**src/rtl/id_ctrl_pkg.sv**
```systemverilog
/*
 * Decode-stage control types: ALU operation, operand selects,
 * LSU access size and the ID-EX FSM state
 */
package id_ctrl_pkg;

  // Operations carried out by the EX stage ALU
  typedef enum logic [3:0] {
    ALU_ADD,
    ALU_SUB,
    ALU_SLL,
    ALU_SRL,
    ALU_SRA,
    ALU_XOR,
    ALU_OR,
    ALU_AND,
    ALU_SLT,
    ALU_SLTU,
    // Branch comparisons
    ALU_EQ,
    ALU_NE,
    ALU_LT,
    ALU_GE,
    ALU_LTU,
    ALU_GEU
  } alu_op_e;

  // Operand A source
  typedef enum logic [1:0] {
    OP_A_REG_A,
    OP_A_CURRPC,
    OP_A_ZERO
  } op_a_sel_e;

  // Operand B source
  typedef enum logic {
    OP_B_REG_B,
    OP_B_IMM
  } op_b_sel_e;

  // Immediate feeding operand B
  typedef enum logic [2:0] {
    IMM_B_I,
    IMM_B_S,
    IMM_B_B,
    IMM_B_U,
    IMM_B_J,
    IMM_B_INCR_PC
  } imm_b_sel_e;

  // Data access size
  typedef enum logic [1:0] {
    LSU_WORD = 2'b00,
    LSU_HALF = 2'b01,
    LSU_BYTE = 2'b10
  } lsu_type_e;

  // ID-EX state
  typedef enum logic {
    FIRST_CYCLE,
    MULTI_CYCLE
  } id_fsm_e;

endpackage

```
**src/rtl/rv_isa_pkg.sv**
```systemverilog
/*
 * RV32I instruction-set constants: widths, PC increment,
 * the major opcode type and the function-3 codes
 */
package rv_isa_pkg;

  // Datapath and register file widths
  localparam int unsigned XLEN       = 32;
  localparam int unsigned REG_ADDR_W = 5;

  // No compressed instructions, so the PC always steps by a word
  localparam int unsigned INSTR_INCR = 4;

  // Major opcodes kept by the reduced decoder
  typedef enum logic [6:0] {
    OPCODE_LOAD   = 7'h03,
    OPCODE_OP_IMM = 7'h13,
    OPCODE_AUIPC  = 7'h17,
    OPCODE_STORE  = 7'h23,
    OPCODE_OP     = 7'h33,
    OPCODE_LUI    = 7'h37,
    OPCODE_BRANCH = 7'h63,
    OPCODE_JALR   = 7'h67,
    OPCODE_JAL    = 7'h6f
  } opcode_e;

  // Branch conditions
  localparam logic [2:0] FUNCT3_BEQ  = 3'b000;
  localparam logic [2:0] FUNCT3_BNE  = 3'b001;
  localparam logic [2:0] FUNCT3_BLT  = 3'b100;
  localparam logic [2:0] FUNCT3_BGE  = 3'b101;
  localparam logic [2:0] FUNCT3_BLTU = 3'b110;
  localparam logic [2:0] FUNCT3_BGEU = 3'b111;

  // Load/store sizes, stores reuse the signed codes
  localparam logic [2:0] FUNCT3_LB   = 3'b000;
  localparam logic [2:0] FUNCT3_LH   = 3'b001;
  localparam logic [2:0] FUNCT3_LW   = 3'b010;
  localparam logic [2:0] FUNCT3_LBU  = 3'b100;
  localparam logic [2:0] FUNCT3_LHU  = 3'b101;

  // Integer ALU functions and JALR
  localparam logic [2:0] FUNCT3_ADD  = 3'b000;
  localparam logic [2:0] FUNCT3_SLL  = 3'b001;
  localparam logic [2:0] FUNCT3_SLT  = 3'b010;
  localparam logic [2:0] FUNCT3_SLTU = 3'b011;
  localparam logic [2:0] FUNCT3_XOR  = 3'b100;
  localparam logic [2:0] FUNCT3_SR   = 3'b101;
  localparam logic [2:0] FUNCT3_OR   = 3'b110;
  localparam logic [2:0] FUNCT3_AND  = 3'b111;
  localparam logic [2:0] FUNCT3_JALR = 3'b000;

endpackage

```
**src/rtl/id_decoder.sv**
```systemverilog
/*
 * RV32I decoder: field extraction, immediates, control decode
 * and the illegal-instruction check
 */
`timescale 1ns/100ps

module id_decoder import rv_isa_pkg::*, id_ctrl_pkg::*; (
  input  logic [XLEN-1:0]       instr_rdata_i,
  input  logic                  instr_first_cycle_i,
  output logic                  illegal_insn_o,
  // Register file
  output logic [REG_ADDR_W-1:0] rf_raddr_a_o,
  output logic [REG_ADDR_W-1:0] rf_raddr_b_o,
  output logic [REG_ADDR_W-1:0] rf_waddr_o,
  output logic                  rf_ren_a_o,
  output logic                  rf_ren_b_o,
  output logic                  rf_we_o,
  // ALU and operand selects
  output alu_op_e               alu_operator_o,
  output op_a_sel_e             op_a_sel_o,
  output op_b_sel_e             op_b_sel_o,
  output imm_b_sel_e            imm_b_sel_o,
  // Immediates
  output logic [XLEN-1:0]       imm_i_o,
  output logic [XLEN-1:0]       imm_s_o,
  output logic [XLEN-1:0]       imm_b_o,
  output logic [XLEN-1:0]       imm_u_o,
  output logic [XLEN-1:0]       imm_j_o,
  // LSU
  output logic                  lsu_req_o,
  output logic                  lsu_we_o,
  output lsu_type_e             lsu_type_o,
  output logic                  lsu_sign_ext_o,
  // Control flow
  output logic                  branch_in_dec_o,
  output logic                  jump_in_dec_o
);

  logic [2:0] funct3;
  logic [6:0] funct7;
  opcode_e    opcode;
  alu_op_e    alu_base;

  assign opcode = opcode_e'(instr_rdata_i[6:0]);
  assign funct3 = instr_rdata_i[14:12];
  assign funct7 = instr_rdata_i[31:25];

  // Register addresses sit at fixed positions
  assign rf_raddr_a_o = instr_rdata_i[19:15];
  assign rf_raddr_b_o = instr_rdata_i[24:20];
  assign rf_waddr_o   = instr_rdata_i[11:7];

  ////////////////////////////////////////
  // Immediates
  ////////////////////////////////////////

  assign imm_i_o = {{(XLEN-12){instr_rdata_i[31]}}, instr_rdata_i[31:20]};
  assign imm_s_o = {{(XLEN-12){instr_rdata_i[31]}}, instr_rdata_i[31:25], instr_rdata_i[11:7]};
  // B and J keep bit 0 clear
  assign imm_b_o = {{(XLEN-12){instr_rdata_i[31]}}, instr_rdata_i[7], instr_rdata_i[30:25],
                    instr_rdata_i[11:8], 1'b0};
  assign imm_u_o = {instr_rdata_i[31:12], 12'b0};
  assign imm_j_o = {{(XLEN-20){instr_rdata_i[31]}}, instr_rdata_i[19:12], instr_rdata_i[20],
                    instr_rdata_i[30:21], 1'b0};

  // Plain ALU function shared by OP and OP-IMM
  always_comb begin
    unique case (funct3)
      FUNCT3_ADD:  alu_base = ALU_ADD;
      FUNCT3_SLL:  alu_base = ALU_SLL;
      FUNCT3_SLT:  alu_base = ALU_SLT;
      FUNCT3_SLTU: alu_base = ALU_SLTU;
      FUNCT3_XOR:  alu_base = ALU_XOR;
      FUNCT3_SR:   alu_base = ALU_SRL;
      FUNCT3_OR:   alu_base = ALU_OR;
      FUNCT3_AND:  alu_base = ALU_AND;
      default:     alu_base = ALU_ADD;
    endcase
  end

  ////////////////////////////////////////
  // Control decode
  ////////////////////////////////////////

  always_comb begin
    illegal_insn_o  = 1'b0;
    rf_ren_a_o      = 1'b0;
    rf_ren_b_o      = 1'b0;
    rf_we_o         = 1'b0;
    alu_operator_o  = ALU_ADD;
    op_a_sel_o      = OP_A_REG_A;
    op_b_sel_o      = OP_B_IMM;
    imm_b_sel_o     = IMM_B_I;
    lsu_req_o       = 1'b0;
    lsu_we_o        = 1'b0;
    lsu_type_o      = LSU_WORD;
    lsu_sign_ext_o  = 1'b0;
    branch_in_dec_o = 1'b0;
    jump_in_dec_o   = 1'b0;

    unique case (opcode)
      OPCODE_JAL, OPCODE_JALR: begin
        jump_in_dec_o = 1'b1;
        if (instr_first_cycle_i) begin
          // Target: PC + J, or rs1 + I for JALR
          if (opcode == OPCODE_JALR) begin
            rf_ren_a_o  = 1'b1;
            illegal_insn_o = (funct3 != FUNCT3_JALR);
          end else begin
            op_a_sel_o  = OP_A_CURRPC;
            imm_b_sel_o = IMM_B_J;
          end
        end else begin
          // Link address into rd
          op_a_sel_o  = OP_A_CURRPC;
          imm_b_sel_o = IMM_B_INCR_PC;
          rf_we_o     = 1'b1;
        end
      end

      OPCODE_BRANCH: begin
        branch_in_dec_o = 1'b1;
        if (instr_first_cycle_i) begin
          // Condition from the two registers
          rf_ren_a_o = 1'b1;
          rf_ren_b_o = 1'b1;
          op_b_sel_o = OP_B_REG_B;
          unique case (funct3)
            FUNCT3_BEQ:  alu_operator_o = ALU_EQ;
            FUNCT3_BNE:  alu_operator_o = ALU_NE;
            FUNCT3_BLT:  alu_operator_o = ALU_LT;
            FUNCT3_BGE:  alu_operator_o = ALU_GE;
            FUNCT3_BLTU: alu_operator_o = ALU_LTU;
            FUNCT3_BGEU: alu_operator_o = ALU_GEU;
            default:     illegal_insn_o = 1'b1;
          endcase
        end else begin
          // Target in the second cycle
          op_a_sel_o  = OP_A_CURRPC;
          imm_b_sel_o = IMM_B_B;
        end
      end

      OPCODE_LOAD, OPCODE_STORE: begin
        lsu_req_o  = 1'b1;
        rf_ren_a_o = 1'b1;
        if (opcode == OPCODE_STORE) begin
          lsu_we_o    = 1'b1;
          rf_ren_b_o  = 1'b1;
          imm_b_sel_o = IMM_B_S;
          illegal_insn_o = funct3[2];
        end else begin
          rf_we_o        = 1'b1;
          lsu_sign_ext_o = ~funct3[2];
        end
        unique case (funct3)
          FUNCT3_LB, FUNCT3_LBU: lsu_type_o = LSU_BYTE;
          FUNCT3_LH, FUNCT3_LHU: lsu_type_o = LSU_HALF;
          FUNCT3_LW:             lsu_type_o = LSU_WORD;
          default:               illegal_insn_o = 1'b1;
        endcase
      end

      OPCODE_LUI, OPCODE_AUIPC: begin
        op_a_sel_o  = (opcode == OPCODE_LUI) ? OP_A_ZERO : OP_A_CURRPC;
        imm_b_sel_o = IMM_B_U;
        rf_we_o     = 1'b1;
      end

      OPCODE_OP_IMM: begin
        rf_ren_a_o     = 1'b1;
        rf_we_o        = 1'b1;
        alu_operator_o = alu_base;
        // Shift amounts carry funct7 in the upper immediate bits
        if (funct3 == FUNCT3_SLL) begin
          illegal_insn_o = (funct7 != 7'b0);
        end else if (funct3 == FUNCT3_SR) begin
          if (funct7 == 7'b0100000) begin
            alu_operator_o = ALU_SRA;
          end else begin
            illegal_insn_o = (funct7 != 7'b0);
          end
        end
      end

      OPCODE_OP: begin
        rf_ren_a_o = 1'b1;
        rf_ren_b_o = 1'b1;
        rf_we_o    = 1'b1;
        op_b_sel_o = OP_B_REG_B;
        if (funct7 == 7'b0) begin
          alu_operator_o = alu_base;
        end else if (funct7 == 7'b0100000 && funct3 == FUNCT3_ADD) begin
          alu_operator_o = ALU_SUB;
        end else if (funct7 == 7'b0100000 && funct3 == FUNCT3_SR) begin
          alu_operator_o = ALU_SRA;
        end else begin
          illegal_insn_o = 1'b1;
        end
      end

      default: illegal_insn_o = 1'b1;
    endcase

    // Illegal encodings have no side effects
    if (illegal_insn_o) begin
      rf_ren_a_o      = 1'b0;
      rf_ren_b_o      = 1'b0;
      rf_we_o         = 1'b0;
      lsu_req_o       = 1'b0;
      branch_in_dec_o = 1'b0;
      jump_in_dec_o   = 1'b0;
    end
  end

endmodule

```
**src/rtl/id_ex_fsm.sv**
```systemverilog
/*
 * ID-EX first/multi-cycle FSM: memory, branch and jump stalls,
 * single pc_set pulse per instruction and instruction done
 */
`timescale 1ns/100ps

module id_ex_fsm import id_ctrl_pkg::*; (
  input  logic clk_i,
  input  logic rst_ni,
  input  logic instr_valid_i,
  input  logic lsu_req_dec_i,
  input  logic branch_in_dec_i,
  input  logic jump_in_dec_i,
  input  logic rf_we_dec_i,
  input  logic branch_decision_i,
  input  logic lsu_resp_valid_i,
  output logic instr_first_cycle_o,
  output logic lsu_req_o,
  output logic rf_we_o,
  output logic pc_set_o,
  output logic instr_done_o
);

  id_fsm_e id_fsm_q, id_fsm_d;
  logic    instr_executing;
  logic    instr_first_cycle;
  logic    multicycle_done;
  logic    stall_mem, stall_branch, stall_jump;
  logic    branch_set_raw_d, branch_set_raw_q;
  logic    jump_set_raw;
  logic    set_done_d, set_done_q;

  // No controller, so any valid instruction executes
  assign instr_executing   = instr_valid_i;
  assign instr_first_cycle = instr_valid_i & (id_fsm_q == FIRST_CYCLE);

  // Load/store always stalls its first cycle, then waits for the response
  assign stall_mem       = instr_valid_i & lsu_req_dec_i & (~lsu_resp_valid_i | instr_first_cycle);
  assign multicycle_done = ~lsu_req_dec_i | lsu_resp_valid_i;

  ////////////////////////////////////////
  // State transitions
  ////////////////////////////////////////

  always_comb begin
    id_fsm_d         = id_fsm_q;
    stall_branch     = 1'b0;
    stall_jump       = 1'b0;
    branch_set_raw_d = 1'b0;
    jump_set_raw     = 1'b0;

    if (instr_executing) begin
      unique case (id_fsm_q)
        FIRST_CYCLE: begin
          unique case (1'b1)
            lsu_req_dec_i: id_fsm_d = MULTI_CYCLE;
            branch_in_dec_i: begin
              // Taken branch computes its target next cycle
              id_fsm_d         = branch_decision_i ? MULTI_CYCLE : FIRST_CYCLE;
              stall_branch     = branch_decision_i;
              branch_set_raw_d = branch_decision_i;
            end
            jump_in_dec_i: begin
              // Target now, link address next cycle
              id_fsm_d     = MULTI_CYCLE;
              stall_jump   = 1'b1;
              jump_set_raw = 1'b1;
            end
            default: id_fsm_d = FIRST_CYCLE;
          endcase
        end
        MULTI_CYCLE: begin
          if (multicycle_done) begin
            id_fsm_d = FIRST_CYCLE;
          end else begin
            stall_branch = branch_in_dec_i;
            stall_jump   = jump_in_dec_i;
          end
        end
        default: id_fsm_d = FIRST_CYCLE;
      endcase
    end
  end

  // Branch set goes out in the cycle after the condition
  always_ff @(posedge clk_i or negedge rst_ni) begin
    if (!rst_ni) begin
      id_fsm_q         <= FIRST_CYCLE;
      branch_set_raw_q <= 1'b0;
      set_done_q       <= 1'b0;
    end else begin
      if (instr_executing) begin
        id_fsm_q <= id_fsm_d;
      end
      branch_set_raw_q <= branch_set_raw_d;
      set_done_q       <= set_done_d;
    end
  end

  // Remember a set already issued until the instruction leaves
  assign set_done_d = (branch_set_raw_q | jump_set_raw | set_done_q) & ~instr_done_o;
  assign pc_set_o   = (branch_set_raw_q | jump_set_raw) & ~set_done_q;

  assign instr_done_o        = instr_executing & ~(stall_mem | stall_branch | stall_jump);
  assign instr_first_cycle_o = instr_first_cycle;
  assign lsu_req_o           = instr_executing & lsu_req_dec_i & instr_first_cycle;
  assign rf_we_o             = instr_executing & rf_we_dec_i;

endmodule

```
**src/rtl/id_operand_mux.sv**
```systemverilog
/*
 * ALU operand multiplexers with the operand B immediate select
 */
`timescale 1ns/100ps

module id_operand_mux import rv_isa_pkg::*, id_ctrl_pkg::*; (
  input  op_a_sel_e       op_a_sel_i,
  input  op_b_sel_e       op_b_sel_i,
  input  imm_b_sel_e      imm_b_sel_i,
  input  logic [XLEN-1:0] imm_i_i,
  input  logic [XLEN-1:0] imm_s_i,
  input  logic [XLEN-1:0] imm_b_i,
  input  logic [XLEN-1:0] imm_u_i,
  input  logic [XLEN-1:0] imm_j_i,
  input  logic [XLEN-1:0] rf_rdata_a_i,
  input  logic [XLEN-1:0] rf_rdata_b_i,
  input  logic [XLEN-1:0] pc_id_i,
  output logic [XLEN-1:0] alu_operand_a_o,
  output logic [XLEN-1:0] alu_operand_b_o
);

  logic [XLEN-1:0] imm_b_mux;

  // Operand B immediate, the increment is a fixed word step
  always_comb begin
    unique case (imm_b_sel_i)
      IMM_B_I:       imm_b_mux = imm_i_i;
      IMM_B_S:       imm_b_mux = imm_s_i;
      IMM_B_B:       imm_b_mux = imm_b_i;
      IMM_B_U:       imm_b_mux = imm_u_i;
      IMM_B_J:       imm_b_mux = imm_j_i;
      IMM_B_INCR_PC: imm_b_mux = XLEN'(INSTR_INCR);
      default:       imm_b_mux = XLEN'(INSTR_INCR);
    endcase
  end

  // Operand A
  always_comb begin
    unique case (op_a_sel_i)
      OP_A_REG_A:  alu_operand_a_o = rf_rdata_a_i;
      OP_A_CURRPC: alu_operand_a_o = pc_id_i;
      OP_A_ZERO:   alu_operand_a_o = '0;
      default:     alu_operand_a_o = pc_id_i;
    endcase
  end

  // Operand B
  assign alu_operand_b_o = (op_b_sel_i == OP_B_IMM) ? imm_b_mux : rf_rdata_b_i;

endmodule

```
**src/rtl/id_stage.sv**
```systemverilog
/*
 * RV32I decode stage top: decoder, operand mux and ID-EX FSM
 */
`timescale 1ns/100ps

module id_stage import rv_isa_pkg::*, id_ctrl_pkg::*; (
  input  logic                  clk_i,
  input  logic                  rst_ni,
  // Instruction from IF
  input  logic                  instr_valid_i,
  input  logic [XLEN-1:0]       instr_rdata_i,
  input  logic [XLEN-1:0]       pc_id_i,
  // EX and LSU feedback
  input  logic                  branch_decision_i,
  input  logic                  lsu_resp_valid_i,
  // Register file
  input  logic [XLEN-1:0]       rf_rdata_a_i,
  input  logic [XLEN-1:0]       rf_rdata_b_i,
  output logic                  illegal_insn_o,
  output logic [REG_ADDR_W-1:0] rf_raddr_a_o,
  output logic [REG_ADDR_W-1:0] rf_raddr_b_o,
  output logic [REG_ADDR_W-1:0] rf_waddr_o,
  output logic                  rf_ren_a_o,
  output logic                  rf_ren_b_o,
  output logic                  rf_we_o,
  // ALU
  output alu_op_e               alu_operator_o,
  output logic [XLEN-1:0]       alu_operand_a_o,
  output logic [XLEN-1:0]       alu_operand_b_o,
  // LSU
  output logic                  lsu_req_o,
  output logic                  lsu_we_o,
  output lsu_type_e             lsu_type_o,
  output logic                  lsu_sign_ext_o,
  output logic [XLEN-1:0]       lsu_wdata_o,
  // Pipeline control
  output logic                  pc_set_o,
  output logic                  instr_first_cycle_o,
  output logic                  instr_id_done_o,
  output logic                  id_in_ready_o
);

  op_a_sel_e       op_a_sel;
  op_b_sel_e       op_b_sel;
  imm_b_sel_e      imm_b_sel;
  logic [XLEN-1:0] imm_i, imm_s, imm_b, imm_u, imm_j;
  logic            lsu_req_dec, branch_in_dec, jump_in_dec, rf_we_dec;
  logic            instr_done;

  ////////////////////////////////////////
  // Decoder
  ////////////////////////////////////////

  id_decoder u_decoder (
    .instr_rdata_i      (instr_rdata_i),
    .instr_first_cycle_i(instr_first_cycle_o),
    .illegal_insn_o     (illegal_insn_o),
    .rf_raddr_a_o       (rf_raddr_a_o),
    .rf_raddr_b_o       (rf_raddr_b_o),
    .rf_waddr_o         (rf_waddr_o),
    .rf_ren_a_o         (rf_ren_a_o),
    .rf_ren_b_o         (rf_ren_b_o),
    .rf_we_o            (rf_we_dec),
    .alu_operator_o     (alu_operator_o),
    .op_a_sel_o         (op_a_sel),
    .op_b_sel_o         (op_b_sel),
    .imm_b_sel_o        (imm_b_sel),
    .imm_i_o            (imm_i),
    .imm_s_o            (imm_s),
    .imm_b_o            (imm_b),
    .imm_u_o            (imm_u),
    .imm_j_o            (imm_j),
    .lsu_req_o          (lsu_req_dec),
    .lsu_we_o           (lsu_we_o),
    .lsu_type_o         (lsu_type_o),
    .lsu_sign_ext_o     (lsu_sign_ext_o),
    .branch_in_dec_o    (branch_in_dec),
    .jump_in_dec_o      (jump_in_dec)
  );

  ////////////////////////////////////////
  // Operands
  ////////////////////////////////////////

  id_operand_mux u_operand_mux (
    .op_a_sel_i     (op_a_sel),
    .op_b_sel_i     (op_b_sel),
    .imm_b_sel_i    (imm_b_sel),
    .imm_i_i        (imm_i),
    .imm_s_i        (imm_s),
    .imm_b_i        (imm_b),
    .imm_u_i        (imm_u),
    .imm_j_i        (imm_j),
    .rf_rdata_a_i   (rf_rdata_a_i),
    .rf_rdata_b_i   (rf_rdata_b_i),
    .pc_id_i        (pc_id_i),
    .alu_operand_a_o(alu_operand_a_o),
    .alu_operand_b_o(alu_operand_b_o)
  );

  ////////////////////////////////////////
  // ID-EX FSM
  ////////////////////////////////////////

  id_ex_fsm u_fsm (
    .clk_i              (clk_i),
    .rst_ni             (rst_ni),
    .instr_valid_i      (instr_valid_i),
    .lsu_req_dec_i      (lsu_req_dec),
    .branch_in_dec_i    (branch_in_dec),
    .jump_in_dec_i      (jump_in_dec),
    .rf_we_dec_i        (rf_we_dec),
    .branch_decision_i  (branch_decision_i),
    .lsu_resp_valid_i   (lsu_resp_valid_i),
    .instr_first_cycle_o(instr_first_cycle_o),
    .lsu_req_o          (lsu_req_o),
    .rf_we_o            (rf_we_o),
    .pc_set_o           (pc_set_o),
    .instr_done_o       (instr_done)
  );

  // Store data straight from register B, no forwarding
  assign lsu_wdata_o = rf_rdata_b_i;

  // Without a writeback stage, done also frees the stage
  assign instr_id_done_o = instr_done;
  assign id_in_ready_o   = instr_done;

endmodule

```
**config.mk**
```make
export PLATFORM = sky130hd
export DESIGN_NAME = id_stage
export DESIGN_NICKNAME = d
export VERILOG_FILES = /design/src/rtl/id_ctrl_pkg.sv /design/src/rtl/rv_isa_pkg.sv /design/src/rtl/id_decoder.sv /design/src/rtl/id_ex_fsm.sv /design/src/rtl/id_operand_mux.sv /design/src/rtl/id_stage.sv
export SDC_FILE = /design/constraint.sdc
export NUM_CORES = 1
export LEC_CHECK = 0
export BUFFER_PORTS_ARGS = -buffer_cell sky130_fd_sc_hd__buf_2
export CAP_MARGIN = 20
export CORE_MARGIN = 4
export CORE_UTILIZATION = 47
export CTS_CLUSTER_DIAMETER = 100
export DETAILED_ROUTE_END_ITERATION = 8
export PLACE_DENSITY = 0.86
export SYNTH_ARGS = -nofsm -noshare
export SYNTH_HDL_FRONTEND = slang
export SYNTH_HIERARCHICAL = 1
export SYNTH_SLANG_ARGS = --single-unit
```
**constraint.sdc**
```tcl
create_clock -name clk_i -period 3.4 [get_ports clk_i]
set_clock_uncertainty 0.1 [all_clocks]
set_input_delay 0.68 -clock clk_i [delete_from_list [all_inputs] [get_ports clk_i]]
set_output_delay 0.68 -clock clk_i [all_outputs]
set_load 0.01 [all_outputs]
```
# --- After elaboration in Yosys (flattened, before gate mapping) ---
# Memories as Yosys holds them, arrays and structs flattened.
# Cells that the tools add are included.
word_totals:
  ff_bits: 3
  output_inout_bits: 128
  in_bits: 133
  word_cells: 139
  rom_bits: 32
  n_memories: 1
op_classes:
  n_eq_ne: 21
  muxes: 75
  bitwise_logic: 21
  reduce_logical: 18
mem_list:
  columns: ["memory", "words", "word_bits", "read_ports", "rd_clocked_by_memory_dff", "wr", "line", "source"]
  rows:
  - ["(no name shown)", 8, 4, 1, 0, 0, "id_decoder.sv:68", "unique case (funct3)"]
ops:
  columns: ["op", "count"]
  rows:
  - ["$pmux 32 s5", 1]
  - ["$pmux 32 s2", 1]
  - ["$mux 1", 46]
  - ["$mux 32", 1]
  - ["$eq 7x6->1 const B", 4]
  - ["$mux 4", 6]
  - ["$pmux 4 s6", 1]
  - ["$eq 7x7->1 const B", 3]
  - ["$eq 3x3->1 const B", 5]
  - ["$eq 7x5->1 const B", 2]
  - ["$pmux 3 s4", 1]
  - ["$pmux 4 s3", 1]
  - ["$reduce_or 2->1", 6]
  - ["$pmux 1 s2", 5]
  - ["$eq 3x2->1 const B", 3]
  - ["$mux 3", 3]
  - ["$pmux 1 s3", 3]
  - ["$and 1x1->1", 8]
  - ["$reduce_or 4->1", 2]
  - ["$eq 7x2->1 const B", 1]
  - ["$logic_not 7->1", 1]
  - ["$not 1->1", 7]
  - ["$reduce_bool 7->1", 1]
  - ["$eq 3x1->1 const B", 2]
  - ["other kinds (12)", 21]

# --- Logic depth before layout (Yosys ltp) ---
depth:
  word_depth: 18
  mapped_depth: 9
  mapped_depth_nobuf: 8

# --- Cells and area by module ---
# The synthesis kept the hierarchy.
modules_own_cells:
  columns: ["mod", "area_each_um2", "seq_area_each_um2", "cells_per_inst", "instances"]
  rows:
  - ["id_operand_mux", 2462.4, 0.0, 237, 1]
  - ["id_decoder", 1909.3, 0.0, 263, 1]
  - ["id_stage", 247.7, 0.0, 33, 1]
  - ["id_ex_fsm", 168.9, 75.1, 15, 1]

# --- Worst setup path before layout ---
# No wires, ideal clock.
synth_path:
  path_kind: "in2out"
  start: "input port instr_rdata_i[2]"
  end: "output port alu_operand_b_o[21]"
  path_buffers: 2
  t_arrival_ps: 2378
  setup_slack_ps: 242
  required_ps: 2620
  path_stages: 9
  path_cell_list: "and4bb_2 > buf_4 > nand2_1 > nor3_1 > or2_2 > and2b_2 > buf_6 > a22oi_2 > o221ai_2"
synth_between:
  word_cells_on_any_way: 23
  classes_between: "eq/ne: 12; mux: 7; reduce/logical: 4"
synth_lines:
  columns: ["element", "line", "source"]
  rows:
  - ["start: declaration", "id_stage.sv:11", "input logic [XLEN-1:0] instr_rdata_i,"]
  - ["$eq 7x6->1 (tied with other cells)", "id_decoder.sv:101, id_decoder.sv:147", null]
  - ["$mux 1 or $reduce_or 2->1 (tied branches)", "id_decoder.sv:147, id_decoder.sv:101", null]
  - ["$pmux 3 s4 (*)", "id_decoder.sv:101", "unique case (opcode)"]
  - ["via imm_b_sel[0]", "id_stage.sv:45", "imm_b_sel_e imm_b_sel;"]
  - ["$eq 3x3->1 (tied with other cells)", "id_operand_mux.sv:26", "unique case (imm_b_sel_i)"]
  - ["$pmux 32 s5 (*)", "id_operand_mux.sv:26", null]
  - ["$mux 32 (*)", "id_operand_mux.sv:48", "assign alu_operand_b_o = (op_b_sel_i == OP_B_IMM) ? imm_b_mux : rf_rdata_b_i;"]
  - ["end: declaration", "id_stage.sv:29", "output logic [XLEN-1:0] alu_operand_b_o,"]
# The timed path passes the listed nets; every way through them passes the cells marked *.

# --- Worst setup path in the final report ---
layout_path:
  start: "input port instr_rdata_i[4]"
  end: "output port alu_operand_b_o[19]"
layout_between:
  word_cells_on_any_way: 23
  classes_between: "eq/ne: 12; mux: 7; reduce/logical: 4"
layout_lines:
  columns: ["element", "line"]
  rows:
  - ["$eq 7x5->1 (tied with other cells)", "id_decoder.sv:101"]
  - ["$reduce_or 2->1", "id_decoder.sv:101"]
  - ["$pmux 3 s4 (*)", "id_decoder.sv:101"]
  - ["via imm_b_sel[1]", "id_stage.sv:45"]
  - ["$eq 3x3->1 (tied with other cells)", "id_operand_mux.sv:26"]
  - ["$pmux 32 s5 (*)", "id_operand_mux.sv:26"]
  - ["$mux 32 (*)", "id_operand_mux.sv:48"]
# Marks and branches as above.

==> results.toml <==
[setup_path]
crit_type = "primary input to output pin"
end_kind = "output pin"
critPathLaunchType = "primary input"
cp.required_ns = 2.62
path_max_fanout = 22
arrival_ns = 2.54

[cells_and_area]
fin_util = 0.517
final_cells = 757
syn_to_final_growth_pct = 6.53
num-fill-cells = 931
diodes = 0
layout-drive-gt1-share = 0.688
nNetsFinal = 758
stdcell_area_um2 = 5100

[logic_synthesis]
synth_ff_type = "dfrtp_1"
synth_top_cell_by_area = "buf_4"
syn_inst = 548
synth-seq-cells = 3
yosysSeqAreaShare = 0.0157
async_flop_share = 1.00
synthesis.area_um2 = 4790
synth_area_leaders = "buf_4 (34%), mux2_4 (9.7%), o221ai_2 (9.7%), a22oi_2 (7.8%), mux2i_1 (6.7%)"
synth_edf_count = 0
synth.distinct_cells = 65
synth_top_cell_area_share = 0.339
yosysWarnings = 6
avgSynthCellArea_um2 = 8.74

[clocking]
clock_path_buffers = 2
clock_latency_ns = 0.21
clkSinkCount = 3
cts_made_buffers = 3
cts_tree = "done"
htree_levels = 1
cts-root-buf = "clkbuf_8"
path_clk_slew_ns = 0.03

[sta]
setup_tns_ns = 0
slew_viol_final = 0
fmax_mhz = 302
tightestPinTransition_ns = 0.540
final.min_clock_period_ns = 3.32
fin_crit_sh = 0.975
finalHoldViolations = 0
setup-violations-final = 0
rsz0062_at_grt = "false"
slew_headroom = 0.639

[placement]
hpwlAfterDp_um = 10800
io_buffers = 260
routabilityCongestion = 0.951
dp.cells = 746
post_dp_cell_area_um2 = 4920

[power_and_ir_drop]
vdd_ir_drop_max_mv = 0.182
p_per_area_nw_per_um2 = 125
power_leakage_nw = 2.33

[drt]
vias = 4011
drc_errors = 0
vias_per_cell = 5.30
wire_per_inst_um = 17.4
firstDrtPassIters = 4
drtIter0Drc = 237
totalWireLength_um = 13200
drtAntennaViolNets = 0

[grt]
overflow = 0
grt_pass1_wl_um = 19300
grtUsageTotal = 0.201
grt_pass1_vias = 3868
grt_max_degree = 76
antenna_found_initial = 1

[die]
die_y_um = 109
die_area_um2 = 11900
num_rows = 36
die_w_um = 109
ios = 261
core_area_um2 = 9860
start_util = 0.485

[flow_run]
drv_cap = 0

[worst_hold_path]
hold_path.class = "primary input to asynchronous set/reset pin"

[run_status]
status = "completed"
[flip-flops by register name, indices dropped and copies added (netlist names)]
signal	cells
u_fsm/set_done_q	1
u_fsm/branch_set_raw_q	1
u_fsm/id_fsm_q	1
[synthesized netlist by cell type, drive strengths merged (2+ instances only)]
| cell | number |
|---|---|
| inv | 9 |
| nand2b | 32 |
| a31oi | 3 |
| o22ai | 2 |
| or2 | 3 |
| nor3 | 9 |
| nand3 | 5 |
| and3b | 3 |
| nand4b | 2 |
| nor2 | 10 |
| buf | 236 |
| a21oi | 2 |
| or3 | 2 |
| or4 | 2 |
| a22o | 32 |
| nor2b | 3 |
| o21a | 3 |
| nand4 | 4 |
| mux2 | 32 |
| o221ai | 31 |
| and2b | 3 |
| o21ai | 9 |
| clkbuf | 9 |
| mux2i | 32 |
| o211ai | 3 |
| a22oi | 30 |
| and3 | 2 |
| a2111oi | 2 |
| nand2 | 7 |
| dfrtp | 3 |
| and2 | 2 |
[cell type report]
type,count,area (µm²),share of cell area
repair buffers,304,1820,0.357
flip-flops and latches,3,75.1,0.0147
multi-input cells,304,2960,0.580
inverters,9,33.8,0.00662
clock buffers,4,45.0,0.00883
well taps,133,166,0.0326
[metal layers]
layer  share of wire  up-vias  routed length, µm  global-route usage
met5         0.00099        -                 13                   0
met4           0.014        2                178              0.0397
met3           0.078       20               1030              0.0367
met2            0.53      181               6920               0.370
met1            0.38     1870               5030               0.242
li1                -     1938                  -                   -
[cells in the final DEF (no fill, tap or decap), drive strengths merged, types with 4 or more instances in the layout]
cell / n
a22o: 32
a22oi: 30
buf: 303
clkbuf: 5
conb: 14
inv: 9
mux2: 32
mux2i: 32
nand2: 7
nand2b: 32
nand3: 5
nand4: 4
nor2: 10
nor3: 9
o21ai: 9
o221ai: 31
[final timing paths]
kind / startpoint / end / slack (ns) / cells after the start
min in group clk_i: u_fsm/set_done_q / u_fsm/set_done_q / 0.40 / 1
max: instr_rdata_i[4] / alu_operand_b_o[19] / 0.08 / 11
max reg2reg: u_fsm/id_fsm_q / u_fsm/set_done_q / 1.28 / 8
min: rst_ni / u_fsm/branch_set_raw_q / 0.15 / 1
max in group asynchronous: rst_ni / u_fsm/set_done_q / 2.94 / 1
min reg2reg: u_fsm/set_done_q / u_fsm/set_done_q / 0.40 / 1
[repair_timing]
| action | in CTS | in global routing |
|---|---|---|
| endpoints found under the setup margin | 4 | 34 |
| gates resized for setup | 1 | 18 |
| cloned | 0 | 1 |
| setup buffers | 0 | 6 |
| hold buffers | 0 | 0 |
| pin swaps | 0 | 5 |
[stage by stage]
step / hold WS (ns) / setup WS, ns / power (mW)
2_1_floorplan: 0.284 / 0.242 / 0.458
6_report: 0.153 / 0.0839 / 0.638
4_1_cts: 0.150 / 0.0249 / 0.638
3_5_place_dp: 0.380 / -0.0147 / 0.530
3_3_place_gp: 0.377 / 0.0217 / 0.521
5_1_grt: 0.152 / 0.00708 / 0.688
[report_power, final]
part / total, mW / internal (mW) / switching, mW
sequential: 0.0385 / 0.0369 / 0.00157
combinational: 0.496 / 0.247 / 0.249
clock: 0.104 / 0.0800 / 0.0236
[critical path, stage by stage]
cell and delay [ns]:
buf_4 0.13, and2b_1 0.23, buf_4 0.14, nand3_2 0.10
o21ai_4 0.16, buf_12 0.18, buf_12 0.20, mux2_4 0.31
a22oi_2 0.13, o221ai_2 0.12, buf_2 0.15
[logic make-up (layout without fill, tap and decap cells)]
family / count (synthesis) / in the layout / share of synthesized area
multiplexers: 64 / 64 / 0.166
AND/OR/NAND/NOR: 97 / 97 / 0.133
buffers and inverters: 254 / 317 / 0.390
other: 1 / 14 / 0.000783
flip-flops: 3 / 3 / 0.0157
AO/OA/AOI/OAI: 129 / 129 / 0.294
Note: power is estimated with default switching activity, not from simulation.
